`src/axi_mux_defines.svh`:
```
`ifndef AXI_MUX_DEFINES_SVH
`define AXI_MUX_DEFINES_SVH

// Number of manager ports merged onto the single port
`define AXI_MUX_NUM_PORTS 4
`define AXI_MUX_IDX_W 2

// ID widths, merged side carries the port index on top
`define AXI_MUX_SLV_ID_W 4
`define AXI_MUX_MST_ID_W (`AXI_MUX_IDX_W + `AXI_MUX_SLV_ID_W)

// Address and data channel widths
`define AXI_MUX_ADDR_W 16
`define AXI_MUX_DATA_W 32
`define AXI_MUX_LEN_W 8

// Outstanding AW decisions waiting for their W bursts
`define AXI_MUX_MAX_W_TRANS 4

`endif

```
`src/axi_mux_pkg.sv`:
```
`include "axi_mux_defines.svh"

package axi_mux_pkg;

  // Manager port number
  typedef logic [`AXI_MUX_IDX_W-1:0] port_idx_t;

  // ID as seen on a manager port
  typedef logic [`AXI_MUX_SLV_ID_W-1:0] slv_id_t;

  // Split view of the merged-side ID, port index in the upper bits
  typedef struct packed {
    port_idx_t port;
    slv_id_t   txn_id;
  } mst_id_split_t;

  // Merged-side ID, read either as one word or as port plus original ID
  typedef union packed {
    logic [`AXI_MUX_MST_ID_W-1:0] raw;
    mst_id_split_t                split;
  } mst_id_u;

endpackage

```
`src/axi_mux_req_arbiter.sv`:
```
`timescale 1ns/1ps
`include "axi_mux_defines.svh"

module axi_mux_req_arbiter (
  input  logic                                             clk_i,
  input  logic                                             rst_i,
  input  logic [`AXI_MUX_NUM_PORTS-1:0]                    req_valid_i,
  input  axi_mux_pkg::slv_id_t [`AXI_MUX_NUM_PORTS-1:0]    req_id_i,
  input  logic [`AXI_MUX_NUM_PORTS-1:0][`AXI_MUX_ADDR_W-1:0] req_addr_i,
  input  logic [`AXI_MUX_NUM_PORTS-1:0][`AXI_MUX_LEN_W-1:0]  req_len_i,
  output logic [`AXI_MUX_NUM_PORTS-1:0]                    req_ready_o,
  output logic                                             gnt_valid_o,
  output logic [`AXI_MUX_MST_ID_W-1:0]                     gnt_id_o,
  output logic [`AXI_MUX_ADDR_W-1:0]                       gnt_addr_o,
  output logic [`AXI_MUX_LEN_W-1:0]                        gnt_len_o,
  output axi_mux_pkg::port_idx_t                           gnt_idx_o,
  input  logic                                             gnt_ready_i
);
  import axi_mux_pkg::*;

  port_idx_t prio_q;
  logic      lock_q;
  port_idx_t lock_idx_q;
  port_idx_t rr_idx;
  logic      rr_found;
  port_idx_t sel_idx;
  mst_id_u   gnt_id;
  logic      xfer;

  // --------------------
  // Round-robin search
  // --------------------
  // First valid port at or after the priority pointer
  always_comb begin
    rr_idx   = prio_q;
    rr_found = 1'b0;
    for (int k = 0; k < `AXI_MUX_NUM_PORTS; k++) begin
      if (!rr_found && req_valid_i[port_idx_t'(prio_q + port_idx_t'(k))]) begin
        rr_idx   = port_idx_t'(prio_q + port_idx_t'(k));
        rr_found = 1'b1;
      end
    end
  end

  // A request already on the merged side keeps the grant
  assign sel_idx     = lock_q ? lock_idx_q : rr_idx;
  assign gnt_valid_o = req_valid_i[sel_idx];
  assign xfer        = gnt_valid_o & gnt_ready_i;

  always_comb begin
    req_ready_o          = '0;
    req_ready_o[sel_idx] = xfer;
  end

  // ID extension with the winning port index
  always_comb begin
    gnt_id.split.port   = sel_idx;
    gnt_id.split.txn_id = req_id_i[sel_idx];
  end

  assign gnt_id_o   = gnt_id.raw;
  assign gnt_addr_o = req_addr_i[sel_idx];
  assign gnt_len_o  = req_len_i[sel_idx];
  assign gnt_idx_o  = sel_idx;

  // --------------------
  // Priority and lock
  // --------------------
  always_ff @(posedge clk_i) begin
    if (rst_i) begin
      prio_q     <= '0;
      lock_q     <= 1'b0;
      lock_idx_q <= '0;
    end else if (xfer) begin
      prio_q <= port_idx_t'(sel_idx + 1'b1);
      lock_q <= 1'b0;
    end else if (gnt_valid_o) begin
      lock_q     <= 1'b1;
      lock_idx_q <= sel_idx;
    end
  end

endmodule

```
`src/axi_mux_resp_router.sv`:
```
`timescale 1ns/1ps
`include "axi_mux_defines.svh"

module axi_mux_resp_router #(
  parameter int PAYLOAD_W = 2
) (
  input  logic                          mst_valid_i,
  input  logic [`AXI_MUX_MST_ID_W-1:0]  mst_id_i,
  input  logic [PAYLOAD_W-1:0]          mst_payload_i,
  output logic                          mst_ready_o,
  output logic [`AXI_MUX_NUM_PORTS-1:0] slv_valid_o,
  output axi_mux_pkg::slv_id_t          slv_id_o,
  output logic [PAYLOAD_W-1:0]          slv_payload_o,
  input  logic [`AXI_MUX_NUM_PORTS-1:0] slv_ready_i
);
  import axi_mux_pkg::*;

  mst_id_u resp_id;

  // Upper ID bits name the port that issued the request
  assign resp_id.raw = mst_id_i;

  always_comb begin
    slv_valid_o = '0;
    slv_valid_o[resp_id.split.port] = mst_valid_i;
  end

  assign mst_ready_o   = slv_ready_i[resp_id.split.port];
  assign slv_id_o      = resp_id.split.txn_id;
  // Same payload at every port, only valid selects
  assign slv_payload_o = mst_payload_i;

endmodule

```
`src/axi_mux_top.sv`:
```
`timescale 1ns/1ps
`include "axi_mux_defines.svh"

module axi_mux_top (
  input  logic                                                 clk_i,
  input  logic                                                 rst_i,
  // Manager ports
  input  logic [`AXI_MUX_NUM_PORTS-1:0]                        slv_aw_valid_i,
  input  axi_mux_pkg::slv_id_t [`AXI_MUX_NUM_PORTS-1:0]        slv_aw_id_i,
  input  logic [`AXI_MUX_NUM_PORTS-1:0][`AXI_MUX_ADDR_W-1:0]   slv_aw_addr_i,
  input  logic [`AXI_MUX_NUM_PORTS-1:0][`AXI_MUX_LEN_W-1:0]    slv_aw_len_i,
  output logic [`AXI_MUX_NUM_PORTS-1:0]                        slv_aw_ready_o,
  input  logic [`AXI_MUX_NUM_PORTS-1:0]                        slv_w_valid_i,
  input  logic [`AXI_MUX_NUM_PORTS-1:0][`AXI_MUX_DATA_W-1:0]   slv_w_data_i,
  input  logic [`AXI_MUX_NUM_PORTS-1:0][`AXI_MUX_DATA_W/8-1:0] slv_w_strb_i,
  input  logic [`AXI_MUX_NUM_PORTS-1:0]                        slv_w_last_i,
  output logic [`AXI_MUX_NUM_PORTS-1:0]                        slv_w_ready_o,
  output logic [`AXI_MUX_NUM_PORTS-1:0]                        slv_b_valid_o,
  output axi_mux_pkg::slv_id_t [`AXI_MUX_NUM_PORTS-1:0]        slv_b_id_o,
  output logic [`AXI_MUX_NUM_PORTS-1:0][1:0]                   slv_b_resp_o,
  input  logic [`AXI_MUX_NUM_PORTS-1:0]                        slv_b_ready_i,
  input  logic [`AXI_MUX_NUM_PORTS-1:0]                        slv_ar_valid_i,
  input  axi_mux_pkg::slv_id_t [`AXI_MUX_NUM_PORTS-1:0]        slv_ar_id_i,
  input  logic [`AXI_MUX_NUM_PORTS-1:0][`AXI_MUX_ADDR_W-1:0]   slv_ar_addr_i,
  input  logic [`AXI_MUX_NUM_PORTS-1:0][`AXI_MUX_LEN_W-1:0]    slv_ar_len_i,
  output logic [`AXI_MUX_NUM_PORTS-1:0]                        slv_ar_ready_o,
  output logic [`AXI_MUX_NUM_PORTS-1:0]                        slv_r_valid_o,
  output axi_mux_pkg::slv_id_t [`AXI_MUX_NUM_PORTS-1:0]        slv_r_id_o,
  output logic [`AXI_MUX_NUM_PORTS-1:0][`AXI_MUX_DATA_W-1:0]   slv_r_data_o,
  output logic [`AXI_MUX_NUM_PORTS-1:0][1:0]                   slv_r_resp_o,
  output logic [`AXI_MUX_NUM_PORTS-1:0]                        slv_r_last_o,
  input  logic [`AXI_MUX_NUM_PORTS-1:0]                        slv_r_ready_i,
  // Merged port toward the subordinate
  output logic                                                 mst_aw_valid_o,
  output logic [`AXI_MUX_MST_ID_W-1:0]                         mst_aw_id_o,
  output logic [`AXI_MUX_ADDR_W-1:0]                           mst_aw_addr_o,
  output logic [`AXI_MUX_LEN_W-1:0]                            mst_aw_len_o,
  input  logic                                                 mst_aw_ready_i,
  output logic                                                 mst_w_valid_o,
  output logic [`AXI_MUX_DATA_W-1:0]                           mst_w_data_o,
  output logic [`AXI_MUX_DATA_W/8-1:0]                         mst_w_strb_o,
  output logic                                                 mst_w_last_o,
  input  logic                                                 mst_w_ready_i,
  input  logic                                                 mst_b_valid_i,
  input  logic [`AXI_MUX_MST_ID_W-1:0]                         mst_b_id_i,
  input  logic [1:0]                                           mst_b_resp_i,
  output logic                                                 mst_b_ready_o,
  output logic                                                 mst_ar_valid_o,
  output logic [`AXI_MUX_MST_ID_W-1:0]                         mst_ar_id_o,
  output logic [`AXI_MUX_ADDR_W-1:0]                           mst_ar_addr_o,
  output logic [`AXI_MUX_LEN_W-1:0]                            mst_ar_len_o,
  input  logic                                                 mst_ar_ready_i,
  input  logic                                                 mst_r_valid_i,
  input  logic [`AXI_MUX_MST_ID_W-1:0]                         mst_r_id_i,
  input  logic [`AXI_MUX_DATA_W-1:0]                           mst_r_data_i,
  input  logic [1:0]                                           mst_r_resp_i,
  input  logic                                                 mst_r_last_i,
  output logic                                                 mst_r_ready_o
);
  import axi_mux_pkg::*;

  localparam int R_PAYLOAD_W = `AXI_MUX_DATA_W + 3;

  logic                   aw_valid;
  logic                   aw_ready;
  port_idx_t              aw_idx;
  slv_id_t                b_id;
  logic [1:0]             b_resp;
  slv_id_t                r_id;
  logic [R_PAYLOAD_W-1:0] r_payload;

  // --------------------
  // Write path
  // --------------------
  axi_mux_req_arbiter u_aw_arb (
    .clk_i       (clk_i),
    .rst_i       (rst_i),
    .req_valid_i (slv_aw_valid_i),
    .req_id_i    (slv_aw_id_i),
    .req_addr_i  (slv_aw_addr_i),
    .req_len_i   (slv_aw_len_i),
    .req_ready_o (slv_aw_ready_o),
    .gnt_valid_o (aw_valid),
    .gnt_id_o    (mst_aw_id_o),
    .gnt_addr_o  (mst_aw_addr_o),
    .gnt_len_o   (mst_aw_len_o),
    .gnt_idx_o   (aw_idx),
    .gnt_ready_i (aw_ready)
  );

  axi_mux_w_steer u_w_steer (
    .clk_i          (clk_i),
    .rst_i          (rst_i),
    .aw_valid_i     (aw_valid),
    .aw_idx_i       (aw_idx),
    .aw_ready_o     (aw_ready),
    .mst_aw_valid_o (mst_aw_valid_o),
    .mst_aw_ready_i (mst_aw_ready_i),
    .slv_w_valid_i  (slv_w_valid_i),
    .slv_w_data_i   (slv_w_data_i),
    .slv_w_strb_i   (slv_w_strb_i),
    .slv_w_last_i   (slv_w_last_i),
    .slv_w_ready_o  (slv_w_ready_o),
    .mst_w_valid_o  (mst_w_valid_o),
    .mst_w_data_o   (mst_w_data_o),
    .mst_w_strb_o   (mst_w_strb_o),
    .mst_w_last_o   (mst_w_last_o),
    .mst_w_ready_i  (mst_w_ready_i)
  );

  axi_mux_resp_router #(
    .PAYLOAD_W (2)
  ) u_b_router (
    .mst_valid_i   (mst_b_valid_i),
    .mst_id_i      (mst_b_id_i),
    .mst_payload_i (mst_b_resp_i),
    .mst_ready_o   (mst_b_ready_o),
    .slv_valid_o   (slv_b_valid_o),
    .slv_id_o      (b_id),
    .slv_payload_o (b_resp),
    .slv_ready_i   (slv_b_ready_i)
  );

  // --------------------
  // Read path
  // --------------------
  axi_mux_req_arbiter u_ar_arb (
    .clk_i       (clk_i),
    .rst_i       (rst_i),
    .req_valid_i (slv_ar_valid_i),
    .req_id_i    (slv_ar_id_i),
    .req_addr_i  (slv_ar_addr_i),
    .req_len_i   (slv_ar_len_i),
    .req_ready_o (slv_ar_ready_o),
    .gnt_valid_o (mst_ar_valid_o),
    .gnt_id_o    (mst_ar_id_o),
    .gnt_addr_o  (mst_ar_addr_o),
    .gnt_len_o   (mst_ar_len_o),
    .gnt_idx_o   (),
    .gnt_ready_i (mst_ar_ready_i)
  );

  // R payload packed as data, resp, last
  axi_mux_resp_router #(
    .PAYLOAD_W (R_PAYLOAD_W)
  ) u_r_router (
    .mst_valid_i   (mst_r_valid_i),
    .mst_id_i      (mst_r_id_i),
    .mst_payload_i ({mst_r_data_i, mst_r_resp_i, mst_r_last_i}),
    .mst_ready_o   (mst_r_ready_o),
    .slv_valid_o   (slv_r_valid_o),
    .slv_id_o      (r_id),
    .slv_payload_o (r_payload),
    .slv_ready_i   (slv_r_ready_i)
  );

  // Broadcast of restored IDs and payloads to every port
  for (genvar i = 0; i < `AXI_MUX_NUM_PORTS; i++) begin : gen_resp_fanout
    assign slv_b_id_o[i]   = b_id;
    assign slv_b_resp_o[i] = b_resp;
    assign slv_r_id_o[i]   = r_id;
    assign slv_r_data_o[i] = r_payload[R_PAYLOAD_W-1:3];
    assign slv_r_resp_o[i] = r_payload[2:1];
    assign slv_r_last_o[i] = r_payload[0];
  end

endmodule

```
`src/axi_mux_w_steer.sv`:
```
`timescale 1ns/1ps
`include "axi_mux_defines.svh"

module axi_mux_w_steer (
  input  logic                                                 clk_i,
  input  logic                                                 rst_i,
  input  logic                                                 aw_valid_i,
  input  axi_mux_pkg::port_idx_t                               aw_idx_i,
  output logic                                                 aw_ready_o,
  output logic                                                 mst_aw_valid_o,
  input  logic                                                 mst_aw_ready_i,
  input  logic [`AXI_MUX_NUM_PORTS-1:0]                        slv_w_valid_i,
  input  logic [`AXI_MUX_NUM_PORTS-1:0][`AXI_MUX_DATA_W-1:0]   slv_w_data_i,
  input  logic [`AXI_MUX_NUM_PORTS-1:0][`AXI_MUX_DATA_W/8-1:0] slv_w_strb_i,
  input  logic [`AXI_MUX_NUM_PORTS-1:0]                        slv_w_last_i,
  output logic [`AXI_MUX_NUM_PORTS-1:0]                        slv_w_ready_o,
  output logic                                                 mst_w_valid_o,
  output logic [`AXI_MUX_DATA_W-1:0]                           mst_w_data_o,
  output logic [`AXI_MUX_DATA_W/8-1:0]                         mst_w_strb_o,
  output logic                                                 mst_w_last_o,
  input  logic                                                 mst_w_ready_i
);
  import axi_mux_pkg::*;

  localparam int PTR_W = $clog2(`AXI_MUX_MAX_W_TRANS);
  localparam int CNT_W = PTR_W + 1;

  logic             lock_d;
  logic             lock_q;
  logic             fifo_push;
  logic             fifo_pop;
  logic             fifo_full;
  logic             fifo_empty;
  logic [PTR_W-1:0] wr_ptr_q;
  logic [PTR_W-1:0] rd_ptr_q;
  logic [CNT_W-1:0] count_q;
  port_idx_t        fifo_mem [`AXI_MUX_MAX_W_TRANS];
  port_idx_t        head_idx;

  assign fifo_full  = (count_q == CNT_W'(`AXI_MUX_MAX_W_TRANS));
  assign fifo_empty = (count_q == '0);
  assign head_idx   = fifo_mem[rd_ptr_q];

  // --------------------
  // AW control
  // --------------------
  // The decision is pushed once, the lock keeps AW valid until accepted
  always_comb begin
    lock_d         = lock_q;
    fifo_push      = 1'b0;
    mst_aw_valid_o = 1'b0;
    aw_ready_o     = 1'b0;
    if (lock_q) begin
      mst_aw_valid_o = 1'b1;
      if (mst_aw_ready_i) begin
        aw_ready_o = 1'b1;
        lock_d     = 1'b0;
      end
    end else if (aw_valid_i && !fifo_full) begin
      mst_aw_valid_o = 1'b1;
      fifo_push      = 1'b1;
      if (mst_aw_ready_i) begin
        aw_ready_o = 1'b1;
      end else begin
        lock_d = 1'b1;
      end
    end
  end

  // --------------------
  // W beat steering
  // --------------------
  assign mst_w_data_o = slv_w_data_i[head_idx];
  assign mst_w_strb_o = slv_w_strb_i[head_idx];
  assign mst_w_last_o = slv_w_last_i[head_idx];

  always_comb begin
    mst_w_valid_o = 1'b0;
    slv_w_ready_o = '0;
    fifo_pop      = 1'b0;
    if (!fifo_empty) begin
      mst_w_valid_o           = slv_w_valid_i[head_idx];
      slv_w_ready_o[head_idx] = mst_w_ready_i;
      // Burst done, move on to the next port in order
      fifo_pop = slv_w_valid_i[head_idx] & mst_w_ready_i & slv_w_last_i[head_idx];
    end
  end

  always_ff @(posedge clk_i) begin
    if (rst_i) begin
      lock_q   <= 1'b0;
      wr_ptr_q <= '0;
      rd_ptr_q <= '0;
      count_q  <= '0;
    end else begin
      lock_q <= lock_d;
      if (fifo_push) begin
        wr_ptr_q <= wr_ptr_q + 1'b1;
      end
      if (fifo_pop) begin
        rd_ptr_q <= rd_ptr_q + 1'b1;
      end
      count_q <= count_q + CNT_W'(fifo_push) - CNT_W'(fifo_pop);
    end
  end

  always_ff @(posedge clk_i) begin
    if (fifo_push) begin
      fifo_mem[wr_ptr_q] <= aw_idx_i;
    end
  end

endmodule
```
`config.mk`:
```
export PLATFORM = sky130hd
export DESIGN_NAME = axi_mux_top
export DESIGN_NICKNAME = d
export VERILOG_FILES = /design/src/axi_mux_pkg.sv /design/src/axi_mux_req_arbiter.sv /design/src/axi_mux_resp_router.sv /design/src/axi_mux_top.sv /design/src/axi_mux_w_steer.sv
export VERILOG_INCLUDE_DIRS = /design/src /design/src/src
export SDC_FILE = /design/constraint.sdc
export NUM_CORES = 1
export LEC_CHECK = 0
export BUFFER_PORTS_ARGS = -buffer_cell sky130_fd_sc_hd__buf_4
export CORE_AREA = 3 3 290 292
export CTS_CLUSTER_DIAMETER = 150
export DETAILED_ROUTE_END_ITERATION = 8
export DIE_AREA = 0 0 293 295
export PLACE_DENSITY_LB_ADDON = 0.08
export SYNTH_ARGS = -nofsm -noshare
export SYNTH_HDL_FRONTEND = slang
export SYNTH_SLANG_ARGS = --single-unit
```
`constraint.sdc`:
```
create_clock -name clk_i -period 4.7 [get_ports clk_i]
set_input_delay 0.705 -clock clk_i [delete_from_list [all_inputs] [get_ports clk_i]]
set_output_delay 0.705 -clock clk_i [all_outputs]
set_load 0.05 [all_outputs]
```
== Word-level counts from Yosys, hierarchy flattened ==
Memories as Yosys holds them, arrays and structs flattened. A register that Yosys moved wholly into a read port is not among the register bits.
Cells that the tools add are included.

* Bits in registers: 18
* Latch bits: 0
* Memory bits (writable): 8
* ROM bits: 0
* Bits of input ports: 448
* Output and inout port bits: 302
* Word-level logic and storage cells: 161
* Memories: 1

{| class="wikitable"
|+ Memory list
! name !! depth !! width !! read ports !! clocked after Yosys merged registers in !! write ports !! line !! text
|-
| u_w_steer.fifo_mem || 4 || 2 || 1 || 1 || 1 || axi_mux_w_steer.sv:37 || <nowiki>port_idx_t fifo_mem [`AXI_MUX_MAX_W_TRANS];</nowiki>
|}

* $add $sub $neg: 12
* Multipliers: 0
* Div/mod/pow operators: 0
* $lt $le $gt $ge: 18
* Equality and inequality tests: 1
* Shift operators: 0
* Muxes and demuxes: 84
* Bitwise logic cells: 11
* Reduce and logical (&&, ||, !) cells: 24

{| class="wikitable"
|+ Operators by type and width
! cell !! number
|-
| $bmux 16 s2 || 2
|-
| $bmux 32 s2 || 1
|-
| $lt 2x3->1 const B || 13
|-
| $mux 1 || 38
|-
| $bmux 8 s2 || 2
|-
| $mux 16 || 2
|-
| $mux 32 || 1
|-
| $bmux 1 s2 || 14
|-
| $bmux 4 s2 || 3
|-
| $and 4x4->4 || 5
|-
| $mux 2 || 10
|-
| $mux 4 || 4
|-
| $mux 8 || 2
|-
| $add 2x1->2 const B || 6
|-
| $logic_and 1x1->1 || 12
|-
| $demux 1 s2 || 5
|-
| $ge 2x1->1 const B || 5
|-
| $add 2x2->2 const B || 4
|-
| $logic_not 1->1 || 7
|-
| $and 1x1->1 || 4
|-
| $reduce_and 2->1 || 2
|-
| $reduce_or 2->1 || 2
|-
| $add 3x1->3 || 1
|-
| $eq 3x3->1 const B || 1
|-
| other kinds (3) || 4
|}

== Longest topological paths before layout ==
Gate-level depths: netlist (run 1).

* Depth in word-level cells: 21
* Gate-level depth with buffers: 13
* Mapped depth without buffers: 13

== Modules after synthesis ==
A second synthesis (run 1) with hierarchy kept.

* Cell total of the unflattened synthesis: 745
* Area total of the unflattened synthesis: 6153.4 µm²

{| class="wikitable"
|+ By module, submodules not included
! module !! instances !! cells an instance !! area an instance (µm²) !! sequential area each (µm²)
|-
| axi_mux_w_steer || 1 || 132 || 1825.5 || 440.4
|-
| axi_mux_req_arbiter at u_ar_arb || 1 || 263 || 1442.6 || 100.1
|-
| axi_mux_req_arbiter at u_aw_arb || 1 || 160 || 1418.9 || 100.1
|-
| axi_mux_top || 1 || 135 || 1013.5 || 0.0
|-
| axi_mux_resp_router at u_r_router || 1 || 44 || 350.3 || 0.0
|-
| axi_mux_resp_router at u_b_router || 1 || 11 || 102.6 || 0.0
|}

== Worst setup path after synthesis (run 1) ==
Ideal clock, no wire load.

* Path kind: input port to output port
* From: input slv_ar_valid_i[2]
* To: output mst_ar_addr_o[11]
* Data arrival time: 3.267 ns
* Required time: 3.995 ns
* Path slack: 0.728 ns
* Stages on the path: 6
* Path buffers: 1
* Path through: nor2b_1 o21a_1 o41ai_2 clkbuf_1 nand2_1 a31oi_1

* Cells in the longest elaborated chain, start to end: 15
* Elaborated cells on any way between the ends: 23
* Classes of those cells: mux (17); reduce/logical (6)

{| class="wikitable"
|+ RTL lines
! what !! line !! text
|-
| start: declaration || axi_mux_top.sv:22 || <nowiki>input logic [`AXI_MUX_NUM_PORTS-1:0] slv_ar_valid_i,</nowiki>
|-
| $bmux 1 s2 || axi_mux_req_arbiter.sv:38 || <nowiki>if (!rr_found && req_valid_i[port_idx_t'(prio_q + port_idx_t'(k))]) begin</nowiki>
|-
| $mux 1 (not written as such) || axi_mux_req_arbiter.sv:38 ||
|-
| $mux 1 || axi_mux_req_arbiter.sv:38 ||
|-
| $logic_not 1->1 || axi_mux_req_arbiter.sv:38 ||
|-
| $logic_and 1x1->1 || axi_mux_req_arbiter.sv:38 ||
|-
| $mux 1 || axi_mux_req_arbiter.sv:38 ||
|-
| $logic_not 1->1 || axi_mux_req_arbiter.sv:38 ||
|-
| $logic_and 1x1->1 || axi_mux_req_arbiter.sv:38 ||
|-
| $mux 1 || axi_mux_req_arbiter.sv:38 ||
|-
| $logic_not 1->1 || axi_mux_req_arbiter.sv:38 ||
|-
| $logic_and 1x1->1 || axi_mux_req_arbiter.sv:38 ||
|-
| $mux 2 * || axi_mux_req_arbiter.sv:38 ||
|-
| $mux 2 * || axi_mux_req_arbiter.sv:46 || <nowiki>assign sel_idx = lock_q ? lock_idx_q : rr_idx;</nowiki>
|-
| named net mst_ar_id_o[4] || axi_mux_top.sv:49 || <nowiki>output logic [`AXI_MUX_MST_ID_W-1:0] mst_ar_id_o,</nowiki>
|-
| $bmux 16 s2 * || axi_mux_req_arbiter.sv:62 || <nowiki>assign gnt_addr_o = req_addr_i[sel_idx];</nowiki>
|-
| $mux 16 (not written as such) * || axi_mux_req_arbiter.sv:62 ||
|-
| end: declaration || axi_mux_top.sv:50 || <nowiki>output logic [`AXI_MUX_ADDR_W-1:0] mst_ar_addr_o,</nowiki>
|}

The timed path passes the listed nets; every way through them passes the cells marked *. The select of a mux whose other input is x is not followed.

== Worst setup path in the final report (run 1) ==
* From: input slv_aw_valid_i[2]
* To: output mst_aw_addr_o[15]

* Cells in the longest elaborated chain, start to end: 15
* Elaborated cells on any way between the ends: 23
* Classes of those cells: mux (17); reduce/logical (6)

{| class="wikitable"
|+ RTL lines
! what !! line !! text
|-
| start: declaration || axi_mux_top.sv:8 || <nowiki>input logic [`AXI_MUX_NUM_PORTS-1:0] slv_aw_valid_i,</nowiki>
|-
| $bmux 1 s2 || axi_mux_req_arbiter.sv:38 ||
|-
| $mux 1 (not written as such) || axi_mux_req_arbiter.sv:38 ||
|-
| $mux 1 || axi_mux_req_arbiter.sv:38 ||
|-
| $logic_not 1->1 || axi_mux_req_arbiter.sv:38 ||
|-
| $logic_and 1x1->1 || axi_mux_req_arbiter.sv:38 ||
|-
| $mux 1 || axi_mux_req_arbiter.sv:38 ||
|-
| $logic_not 1->1 || axi_mux_req_arbiter.sv:38 ||
|-
| $logic_and 1x1->1 || axi_mux_req_arbiter.sv:38 ||
|-
| $mux 1 || axi_mux_req_arbiter.sv:38 ||
|-
| $logic_not 1->1 || axi_mux_req_arbiter.sv:38 ||
|-
| $logic_and 1x1->1 || axi_mux_req_arbiter.sv:38 ||
|-
| $mux 2 * || axi_mux_req_arbiter.sv:38 ||
|-
| $mux 2 * || axi_mux_req_arbiter.sv:46 ||
|-
| $bmux 16 s2 * || axi_mux_req_arbiter.sv:62 ||
|-
| $mux 16 (not written as such) * || axi_mux_req_arbiter.sv:62 ||
|-
| end: declaration || axi_mux_top.sv:36 || <nowiki>output logic [`AXI_MUX_ADDR_W-1:0] mst_aw_addr_o,</nowiki>
|}

Every way passes the cells marked *; elsewhere a longest branch is shown, timed or not. The select of a mux whose other input is x is not followed.

==> impl_summary.log, run 1 <==
INFO  metric outcome = finished, final reports clean
INFO  metric clk_root_buffer_cell = sky130_fd_sc_hd__clkbuf_16
INFO  metric final_common_cell = sky130_fd_sc_hd__buf_4
INFO  metric pin_slew_with_the_least_headroom_to_its_limit = ~0.95 ns
INFO  metric tritoncts.num_buffers = 3
INFO  metric p_leak = 4.553 nW
INFO  metric clock_latency_on_the_worst_skew_pair = roughly 0.27 ns
INFO  metric hold_buffers = 0
INFO  metric startpoint_to_endpoint_class_of_the_critical_path = input port to primary output
INFO  metric number_of_nets_at_the_end_of_the_flow = between 1500 and 2000
INFO  metric synth_simple_gate_area_share = between 20% and 30%
INFO  metric clkSinkCount = 28
INFO  metric gp_congestion = 0.7861
INFO  metric post_route_cells_drive_above_1_share = a little over half
INFO  metric globalRouteTotalUtil = roughly 8.1%
INFO  metric die_height = between 200 and 300 um
INFO  metric synth_compound_gate_area_share = between 10% and 20%
INFO  metric detail_route.iter0.violations = about 190
INFO  metric synth.cell_area = about 5900 um2
INFO  metric synth-adder-area-share = ~3.1%
INFO  metric numPortBuffers = around 520
INFO  metric yosys_warnings = 0
INFO  metric top_level_ports = between 700 and 800
INFO  metric drtPass1Iterations = 4
INFO  metric routedWlPerCell = ~17 um
INFO  metric rsz0062_at_grt = no
INFO  metric grt_max_degree = 66
INFO  metric drc = 0
INFO  metric grt_pass1_wl = just over 50000 um
INFO  metric synth-async-reset-ratio = 0%
INFO  metric p_per_area = between 700 and 800 nW/um2
INFO  metric max_freq = 249.2 MHz
INFO  metric number_of_global_route_vias_before_repair = about 7100
INFO  metric synth-xor-area-share = less than 1%
INFO  metric worst_clock_skew = between 0.003 and 0.004 ns
INFO  metric via_count = about 7000
INFO  metric cts_buffer_depth = 2
INFO  metric path_max_fanout = 46
INFO  metric path_clk_slew = around 0.080 ns
INFO  metric x_dimension_of_the_die = a little under 300 um
INFO  metric multiInputGateArea = 3726 um2
INFO  metric synth.net_count = ~1300
INFO  metric tcrit_tclk_final = 85.38%
INFO  metric synth_ff_type = sky130_fd_sc_hd__dfxtp_1
INFO  metric route.final.wire_length = 37700 um
INFO  metric timing.max_slew.rel_slack = 36.51%
INFO  metric main_combinational_cell_family_by_area_after_synthesis = simple AND/OR/NAND/NOR gates
INFO  metric tritoncts_clock_tree = done
INFO  metric type_of_the_worst_min_delay_path = flip-flop to flip-flop
INFO  metric share_of_synthesized_area_occupied_by_flip_flops_and_latches = about 11%
INFO  metric worst_ep_arrival_time = approximately 3.3 ns
INFO  metric clock_tree.htree_level_count = 1
INFO  metric syn-instance-count = between 800 and 900
INFO  metric num_rows = between 100 and 150
INFO  metric grt_antenna_before_repair = 3
INFO  metric fp.dieArea = 86440 um2
INFO  metric drv_slew = 0
INFO  metric period_needed = 4.013 ns
INFO  metric setup_viol = 0
INFO  metric synth.ff_latch_count = 28
INFO  metric final_count_of_hold_timing_violations = 0
INFO  metric ir_worst_vdd = between 300 and 400 uV
INFO  metric initial_utilization = a little over 7%
INFO  metric setup-tns-final = 0 ns
INFO  metric worst_setup_path_start_kind = input port
INFO  metric synthDistinctLibCells = 53
INFO  metric avgSynthCellArea = between 7 and 8 um2
INFO  metric antenna_violating_nets_post_route = 0
INFO  metric ctsResizeCount = 0
INFO  metric cp-end-kind = primary output
INFO  metric total_power = 7.143 mW
INFO  metric cap_violations = 0
INFO  metric gr-total-overflow = 0
INFO  metric detailedPlacementHpwl = about 32000 um
INFO  metric synth.mux.area_fraction = roughly 18%
INFO  metric ff_latch_area = ~640 um2
INFO  metric mostFrequentLayoutCells = sky130_fd_sc_hd__buf_4 (534), sky130_fd_sc_hd__nand2_1 (238), sky130_fd_sc_hd__and3_1 (62)
INFO  metric avgViaCountPerCell = between 3 and 4
INFO  metric fp.coreArea = between 80000 and 90000 um2
INFO  metric fill_cells = 9514
INFO  metric required = ~4.0 ns
INFO  metric cts_setup_buffers = 0
INFO  metric synth-edff-count = 8
INFO  metric area_delta_synth_final = 66.50%
==> worst paths after layout <==
path,end,cells past startpoint,slack (ns),from
min reg2reg,u_w_steer.rd_ptr_q[1],2,0.47,u_w_steer.rd_ptr_q[1]
max,mst_aw_addr_o[15],10,0.69,slv_aw_valid_i[2]
min,u_w_steer.rd_ptr_q[1],2,0.47,u_w_steer.rd_ptr_q[1]
max reg2reg,u_w_steer.count_q[2],12,1.46,u_aw_arb.lock_q
==> critical path, stage by stage <==
cell and delay (ns):
sky130_fd_sc_hd__buf_4 0.13, sky130_fd_sc_hd__or3_1 0.33, sky130_fd_sc_hd__and4b_1 0.23, sky130_fd_sc_hd__o31ai_4 0.27
sky130_fd_sc_hd__buf_4 0.28, sky130_fd_sc_hd__buf_4 0.48, sky130_fd_sc_hd__nand2_1 0.10, sky130_fd_sc_hd__and3_1 0.19
sky130_fd_sc_hd__a31oi_1 0.29, sky130_fd_sc_hd__buf_4 0.27
==> metrics by stage <==
stage | util [%] | instances | instance area [um2] | setup WS, ns | hold WS (ns)
detailed placement | 11.95 | 2199 | 9783 | 0.6831 | 0.4694
floorplan | - | 823 | 5942 | 0.7283 | 0.4412
finish | 12.09 | 2205 | 9893 | 0.6872 | 0.4712
CTS | 12.08 | 2203 | 9888 | 0.6699 | 0.4810
global placement | 11.95 | 2199 | 9783 | 0.6575 | 0.4676
global route | 12.08 | 2203 | 9888 | 0.5186 | 0.5023
==> synth_stat cells (3+ instances only) <==
master	n	area (um2)
sky130_fd_sc_hd__a21oi_1	12	60.06
sky130_fd_sc_hd__a31oi_1	57	356.6
sky130_fd_sc_hd__and2_1	15	93.84
sky130_fd_sc_hd__and3_1	62	387.9
sky130_fd_sc_hd__buf_1	5	18.77
sky130_fd_sc_hd__buf_2	5	25.02
sky130_fd_sc_hd__buf_4	180	1351
sky130_fd_sc_hd__clkbuf_1	39	146.4
sky130_fd_sc_hd__dfxtp_1	20	400.4
sky130_fd_sc_hd__edfxtp_1	8	240.2
sky130_fd_sc_hd__ha_1	13	162.7
sky130_fd_sc_hd__inv_1	12	45.04
sky130_fd_sc_hd__mux2i_1	11	110.1
sky130_fd_sc_hd__mux4_2	40	900.9
sky130_fd_sc_hd__nand2_1	238	893.4
sky130_fd_sc_hd__nand2b_1	9	56.30
sky130_fd_sc_hd__nand4_1	3	18.77
sky130_fd_sc_hd__nor2_1	21	78.83
sky130_fd_sc_hd__nor2b_1	6	37.54
sky130_fd_sc_hd__nor3_1	5	25.02
sky130_fd_sc_hd__nor3b_1	3	22.52
sky130_fd_sc_hd__o21a_1	4	30.03
sky130_fd_sc_hd__o21ai_0	7	35.03
sky130_fd_sc_hd__o31a_1	3	26.28
sky130_fd_sc_hd__o31ai_1	5	37.54
==> state kept, by name (all words and copies together) (netlist names), 2 cells and up, named ones only <==
signal	flops
u_ar_arb.lock_idx_q	2
u_w_steer.wr_ptr_q	2
u_w_steer.rd_ptr_q	2
u_aw_arb.prio_q	2
u_w_steer.count_q	3
u_aw_arb.lock_idx_q	2
u_w_steer.fifo_mem	8
u_ar_arb.prio_q	2
==> area by class of cell <==
cell class / count / area share (%)
clock buffer: 3 / 0.7588
tap: 1070 / 13.53
multi-input combinational: 553 / 37.66
sequential: 28 / 6.475
timing repair buffer: 535 / 40.72
clock inverter: 1 / 0.3035
inverter: 13 / 0.4932
antenna: 2 / 0.05059
==> metal layers <==
layer	vias up	part of all wire [%]	GRT usage, %
li1	3286	-	-
met1	3189	38	9.180
met2	371	51	14.32
met3	34	10	3.501
met4	2	1.1	0.9541
met5	-	0.037	0
==> power by group <==
group | switching (mW) | total [mW] | internal [mW]
registers | 0.0932 | 0.430 | 0.337
clock network | 0.0980 | 0.268 | 0.170
logic | 4.39 | 6.44 | 2.06
==> kinds of logic after synthesis <==
logic type,count (synthesis)
AND/OR/NAND/NOR,376
buffers and inverters,242
AO/OA/AOI/OAI,104
multiplexers,55
flip-flops,28
adder cells (fa/ha/maj),14
XOR/XNOR,4
(Power assumes the default switching activity.)
==> inputs of run 2 (changes only) <==
CORE_AREA = 3 3 291 293   (was 3 3 290 292)
DIE_AREA = 0 0 294 296   (was 0 0 293 295)
clock period = 3.6 ns   (was 4.7 ns; I/O delays follow)
==> run 2 against run 1 <==
Against the previous run:
- sequential power is 30% higher
- clock skew is 0.0068 ns higher
- largest power group unchanged
- hold slack better by 0.0061 ns
- combinational power is 34% higher
- cell count is 0.59% higher
- non-clock buffer count is 13 higher
- final area is 2.3% higher
==> impl_summary.log, run 2 (synthesis gave the netlist of run 1 again) <==
INFO  metric gr-total-overflow = 0
INFO  metric cpMostUsedCell = sky130_fd_sc_hd__buf_4
INFO  metric startpoint_to_endpoint_class_of_the_critical_path = input port to primary output
INFO  metric stdcell_area = a little over 10000 um2
INFO  metric pwr-share-comb = approximately nine tenths
INFO  metric num_rows = ~110
INFO  metric path_clk_slew = about 0.070 ns
INFO  metric largest_register_ffs = 8
INFO  metric worst_setup_path_start_kind = input port
INFO  metric path_max_fanout = 7
INFO  metric final_count_of_hold_timing_violations = 0
INFO  metric fp.coreArea = roughly 82000 um2
INFO  metric required = roughly 3.1 ns
INFO  metric cts_setup_buffers = 0
INFO  metric outcome = finished, final reports clean
INFO  metric layer_with_the_highest_usage_after_global_routing = met2
INFO  metric biggestRegsByFlops = u_w_steer.fifo_mem x8, u_w_steer.count_q x3
INFO  metric max_freq = 302.6 MHz
INFO  metric post_dp_cell_area = about 10000 um2
INFO  metric drtPass1Iterations = 4
INFO  metric routedWlPerCell = around 16 um
INFO  metric rsz0062_at_grt = no
INFO  metric drv_slew = 0
INFO  metric via_count = ~6900
INFO  metric drc = 0
INFO  metric power_report.internal_total = approximately 3.5 mW
INFO  metric number_of_global_route_vias_before_repair = ~7000
INFO  metric post_route_cells_drive_above_1_share = between 50% and 60%
INFO  metric detailedPlacementHpwl = just over 30000 um
INFO  metric grt_max_degree = 66
INFO  metric worst_ep_arrival_time = roughly 2.8 ns
INFO  metric min-delay-start = u_w_steer.rd_ptr_q[1]
INFO  metric clockPowerShare = under 10%
INFO  metric timing.max_slew.rel_slack = about half
INFO  metric grt_antenna_before_repair = 3
INFO  metric fin_ws = just under 0.3 ns
INFO  metric setup_viol = 0
INFO  metric area_delta_synth_final = 70.37%
INFO  metric grt_pass1_wl = between 40000 and 50000 um
INFO  metric setup-tns-final = 0 ns
INFO  metric fp.dieArea = roughly 87000 um2
INFO  metric numPortBuffers = 524
INFO  metric mostFrequentLayoutCells = sky130_fd_sc_hd__buf_4 (542), sky130_fd_sc_hd__nand2_1 (238), sky130_fd_sc_hd__and3_1 (62)
INFO  metric timing.critical_path.from = slv_ar_valid_i[2]
INFO  metric final_common_cell = sky130_fd_sc_hd__buf_4
INFO  metric worst_clock_skew = around 0.01 ns
INFO  metric period_needed = between 3 and 4 ns
INFO  metric clkSinkCount = 28
INFO  metric x_dimension_of_the_die = 294 um
INFO  metric tritoncts.num_buffers = 3
INFO  metric clock_tree.htree_level_count = 1
INFO  metric final_core_util = 12.33%
INFO  metric critical_path.max_stage_delay = 0.68 ns
INFO  metric route.final.wire_length = 35990 um
INFO  metric critical_path_top_delay_cell = sky130_fd_sc_hd__or4b_2
INFO  metric power.switching = between 5 and 6 mW
INFO  metric grtUsageMet1 = 8.502%
INFO  metric antenna_violating_nets_post_route = 0
INFO  metric power_switching_share = a little over three fifths
INFO  metric detail_route.iter0.violations = 198
INFO  metric cp_cell_instances = buf_4 > nor2b_1 > o21a_1 > or4b_2 > a31o_2 > a21boi_4 > and2_1 > buf_4
INFO  metric p_per_area = between 900 and 1000 nW/um2
INFO  metric cap_violations = 0
INFO  metric largest_register = u_w_steer.fifo_mem
INFO  metric tritoncts_clock_tree = done
INFO  metric initial_utilization = under 10%
INFO  metric pin_slew_with_the_least_headroom_to_its_limit = about 0.76 ns
INFO  metric ir_worst_vdd = slightly above 400 uV
INFO  metric clk_root_buffer_cell = sky130_fd_sc_hd__clkbuf_16
INFO  metric use_met2 = between 10 and 15%
INFO  metric met3_track_demand_over_resource = 2.733%
INFO  metric globalRouteTotalUtil = between 7 and 8%
INFO  metric gp_congestion = 0.7025
INFO  metric detailedPlace.worstSlack = 0.07759 ns
INFO  metric reg2reg_from = u_aw_arb.prio_q[1]
INFO  metric tcrit_tclk_final = 91.80%
INFO  metric hold_buffers = 0
INFO  metric type_of_the_worst_min_delay_path = flip-flop to flip-flop
INFO  metric clock_latency_on_the_worst_skew_pair = 0.28 ns
INFO  metric cp-end-kind = primary output
INFO  metric number_of_nets_at_the_end_of_the_flow = roughly 1600
INFO  metric cts_buffer_depth = 2
INFO  metric avgViaCountPerCell = approximately 3.1
INFO  metric p_seq_share = 5.9%
INFO  metric p_leak = between 4 and 5 nW
INFO  metric top_level_ports = 750
INFO  metric total_power = between 9 and 10 mW
INFO  metric die_height = about 300 um
==> run 2: critical path, delay by kind of cell <==
family | cells | cell delay (ns)
compound gates | 3 | 0.88
simple gates | 3 | 1.00
buf+inv | 2 | 0.33
==> run 2: final timing paths <==
path	depth (start not counted)	slack, ns	to
worst max-delay path	8	0.30	slv_ar_ready_o[1]
worst min-delay path	2	0.48	flip-flop
worst min register to register	2	0.48	flip-flop
worst max register to register	13	0.49	u_w_steer.count_q[2]
==> run 2: layer usage <==
layer / vias to the layer above / wire length, um
li1: 3315 / -
met1: 3195 / 13210
met2: 299 / 19250
met3: 45 / 3288
met4: 2 / 222
met5: - / 13
==> run 2: repair_timing <==
action                                 4_1_cts  5_1_grt
gates resized for setup                      0        1
endpoints found under the hold margin        0        0
setup endpoints to repair                    0        4
==> run 2: layout make-up <==
type                    count  area [um2]
diodes                      2       5.005
multi-input cells         553        3796
repair buffers            548        4189
fillers                  9499       71990
inverters                  13       48.80
clock buffers               3       75.07
well taps                1070        1339
flip-flops and latches     28       640.6
clock inverters             1       30.03
==> run 2: stage by stage <==
stage	hold slack, ns	std cells
floorplan	0.4412	823
global placement	0.4651	2212
detailed placement	0.4673	2212
CTS	0.4793	2216
global route	0.5142	2216
finish	0.4773	2218
==> run 2: power groups by stage <==
stage	registers, mW	clock network [mW]	logic, mW
after global routing	0.575	0.386	9.28
final	0.557	0.347	8.61
after detailed placement	0.569	0	8.84
after floorplan	0.510	0	6.34
after global placement	0.574	0	8.94
after CTS	0.562	0.372	8.86
==> inputs of run 3 (changes only) <==
clock period = 2.79 ns   (was 3.6 ns; I/O delays follow)
==> run 3 against run 2 <==
Against the previous run:
- the flow now finishes with violations (negative setup slack)
- register-to-register slack lost 0.63 ns
- die area is the same
- flip-flop and latch count did not move
- combinational power is 85% higher
- core utilization rose by 3.4 points
- non-clock buffer count increased by 96
- wire length up 23%
- critical endpoint is now u_w_steer.count_q[2]
==> impl_summary.log, run 3 (synthesis gave the netlist of run 1 again) <==
INFO  metric number_of_global_route_vias_before_repair = around 8000
INFO  metric clk_root_buffer_cell = sky130_fd_sc_hd__clkbuf_16
INFO  metric x_dimension_of_the_die = between 200 and 300 um
INFO  metric outcome = finished with violations
INFO  metric die_height = ~300 um
INFO  metric route.final.wire_length = around 44000 um
INFO  metric rsz0062_at_grt = yes
INFO  metric drc = 0
INFO  metric clkSinkCount = 28
INFO  metric critical-path-top-delay-family = simple AND/OR/NAND/NOR gates
INFO  metric required = between 2 and 3 ns
INFO  metric globalRouteTotalUtil = just over 9%
INFO  metric ir_worst_vdd = approximately 370 uV
INFO  metric top_level_ports = 750
INFO  metric setup_viol = slightly above 80
INFO  metric fp.dieArea = 87020 um2
INFO  metric pin_slew_with_the_least_headroom_to_its_limit = about 0.61 ns
INFO  metric avgViaCountPerCell = about 3.2
INFO  metric min-delay-start = mst_aw_ready_i
INFO  metric dp.cells = ~2300
INFO  metric worst_clock_skew = roughly 0.015 ns
INFO  metric cts_buffer_depth = 2
INFO  metric tcrit_tclk_final = 104.9%
INFO  metric clock_tree.htree_level_count = 1
INFO  metric max_freq = 341.8 MHz
INFO  metric gr-total-overflow = 0
INFO  metric p_per_area = approximately 1300 nW/um2
INFO  metric routedWlPerCell = around 19 um
INFO  metric final_common_cell = sky130_fd_sc_hd__buf_4
INFO  metric startpoint_to_endpoint_class_of_the_critical_path = flip-flop to flip-flop
INFO  metric drv_slew = 0
INFO  metric critical_path.max_stage_delay = roughly 0.37 ns
INFO  metric via_count = between 7000 and 8000
INFO  metric antenna_violating_nets_post_route = 0
INFO  metric detailedPlacementHpwl = ~35000 um
INFO  metric numPortBuffers = between 500 and 600
INFO  metric area_delta_synth_final = 117.5%
INFO  metric critical_path_top_delay_cell = sky130_fd_sc_hd__or3_1
INFO  metric final_count_of_hold_timing_violations = 0
INFO  metric p_leak = between 5 and 6 nW
INFO  metric biggestRegsByFlops = u_w_steer.fifo_mem x8, u_w_steer.count_q x3
INFO  metric grt_antenna_before_repair = 8
INFO  metric number_of_nets_at_the_end_of_the_flow = approximately 1700
INFO  metric timing.max_slew.rel_slack = between 50 and 60%
INFO  metric initial_utilization = 7.237%
INFO  metric fin_ws = -0.1360 ns
INFO  metric period_needed = slightly below 3 ns
INFO  metric fp.coreArea = around 82000 um2
INFO  metric largest_register = u_w_steer.fifo_mem
INFO  metric path_clk_slew = 0.08 ns
INFO  metric cap_violations = 0
INFO  metric final_core_util = about 16%
INFO  metric grt_max_degree = 43
INFO  metric cp_cell_instances = or3_1 > and4b_1 > o31ai_4 > inv_2 > and3_4 > nor4_4 > buf_4 > xnor2_1 > ha_1 > inv_1 > fa_1 > xor2_1 > xnor2_1 > nor2_1
INFO  metric detail_route.iter0.violations = ~170
INFO  metric largest_register_ffs = 8
INFO  metric worst_path_buf_inv = 3
INFO  metric cpMostUsedCell = sky130_fd_sc_hd__xnor2_1
INFO  metric clock_latency_on_the_worst_skew_pair = ~0.28 ns
INFO  metric type_of_the_worst_min_delay_path = input port to flip-flop
INFO  metric instances_no_fill = between 2000 and 2500
INFO  metric worst_setup_path_start_kind = flip-flop
INFO  metric grt_pass1_wl = between 50000 and 60000 um
INFO  metric hold_buffers = 0
INFO  metric gp_congestion = between 0.7 and 0.8
INFO  metric mostFrequentLayoutCells = sky130_fd_sc_hd__buf_4 (495), sky130_fd_sc_hd__nand2_1 (213), sky130_fd_sc_hd__buf_6 (88)
INFO  metric path_max_fanout = 6
INFO  metric reg2reg_from = u_aw_arb.prio_q[1]
INFO  metric drtPass1Iterations = 4
INFO  metric post_route_cells_drive_above_1_share = about two thirds
INFO  metric violations = negative setup slack
INFO  metric tritoncts.num_buffers = 3
INFO  metric cp-end-kind = flip-flop
INFO  metric worst_ep_arrival_time = just over 3 ns
INFO  metric num_rows = ~110
INFO  metric tritoncts_clock_tree = done
INFO  metric timing.critical_path.from = u_aw_arb.prio_q[1]
INFO  metric setup-tns-final = -6.124 ns
## run 3: per-stage QoR
stage	worst slack, ns	total power, mW	instance area, um2	hold slack [ns]
after floorplan	-0.1899	9.766	6628	0.4412
after CTS	-0.1664	16.36	12220	0.4249
after detailed placement	-0.3708	13.76	11110	0.4665
after global placement	-0.4335	13.88	11110	0.4637
final	-0.1360	17.01	12920	0.4204
after global routing	-0.2938	18.04	12920	0.4354
## run 3: layout make-up
type                       count  area, um2
fill                        9290      69190
timing repair buffer         644       5923
multi-input combinational    553       4822
tap                         1070       1339
sequential                    28      654.4
clock buffer                   4      88.84
inverter                      13      77.57
timing repair inverter         1      16.27
antenna                        1      2.502
## run 3: power by group
part,total [mW],switching (mW),internal [mW]
combinational,15.9,9.04,6.88
clock,0.374,0.153,0.221
sequential,0.715,0.137,0.578
## run 3: final timing paths
path	cells after the start	slack (ns)	end
min reg2reg	2	0.49	u_w_steer.rd_ptr_q[1]
max	14	-0.14	u_w_steer.count_q[2]
max reg2reg	14	-0.14	u_w_steer.count_q[2]
min	3	0.42	u_w_steer.lock_q
## run 3: metal layers
layer,share of wire [%],wire [um],up-vias,global-route usage (%)
li1,-,-,3527,-
met1,38,16600,3512,10.28
met2,52,22940,354,16.51
met3,9.1,4020,47,3.677
met4,1.1,507,12,1.132
met5,0.15,66,-,0
## run 3: timing repair
action | in CTS | in global routing
gates cloned | 9 | 11
setup endpoints to repair | 106 | 99
gates resized for setup | 173 | 104
setup buffers | 12 | 21
pin swaps | 11 | 11
## run 3: worst min-delay path, cell delays in order
cell and delay, ns:
sky130_fd_sc_hd__buf_4 0.11, sky130_fd_sc_hd__nor2_1 0.04, sky130_fd_sc_hd__o21a_1 0.09
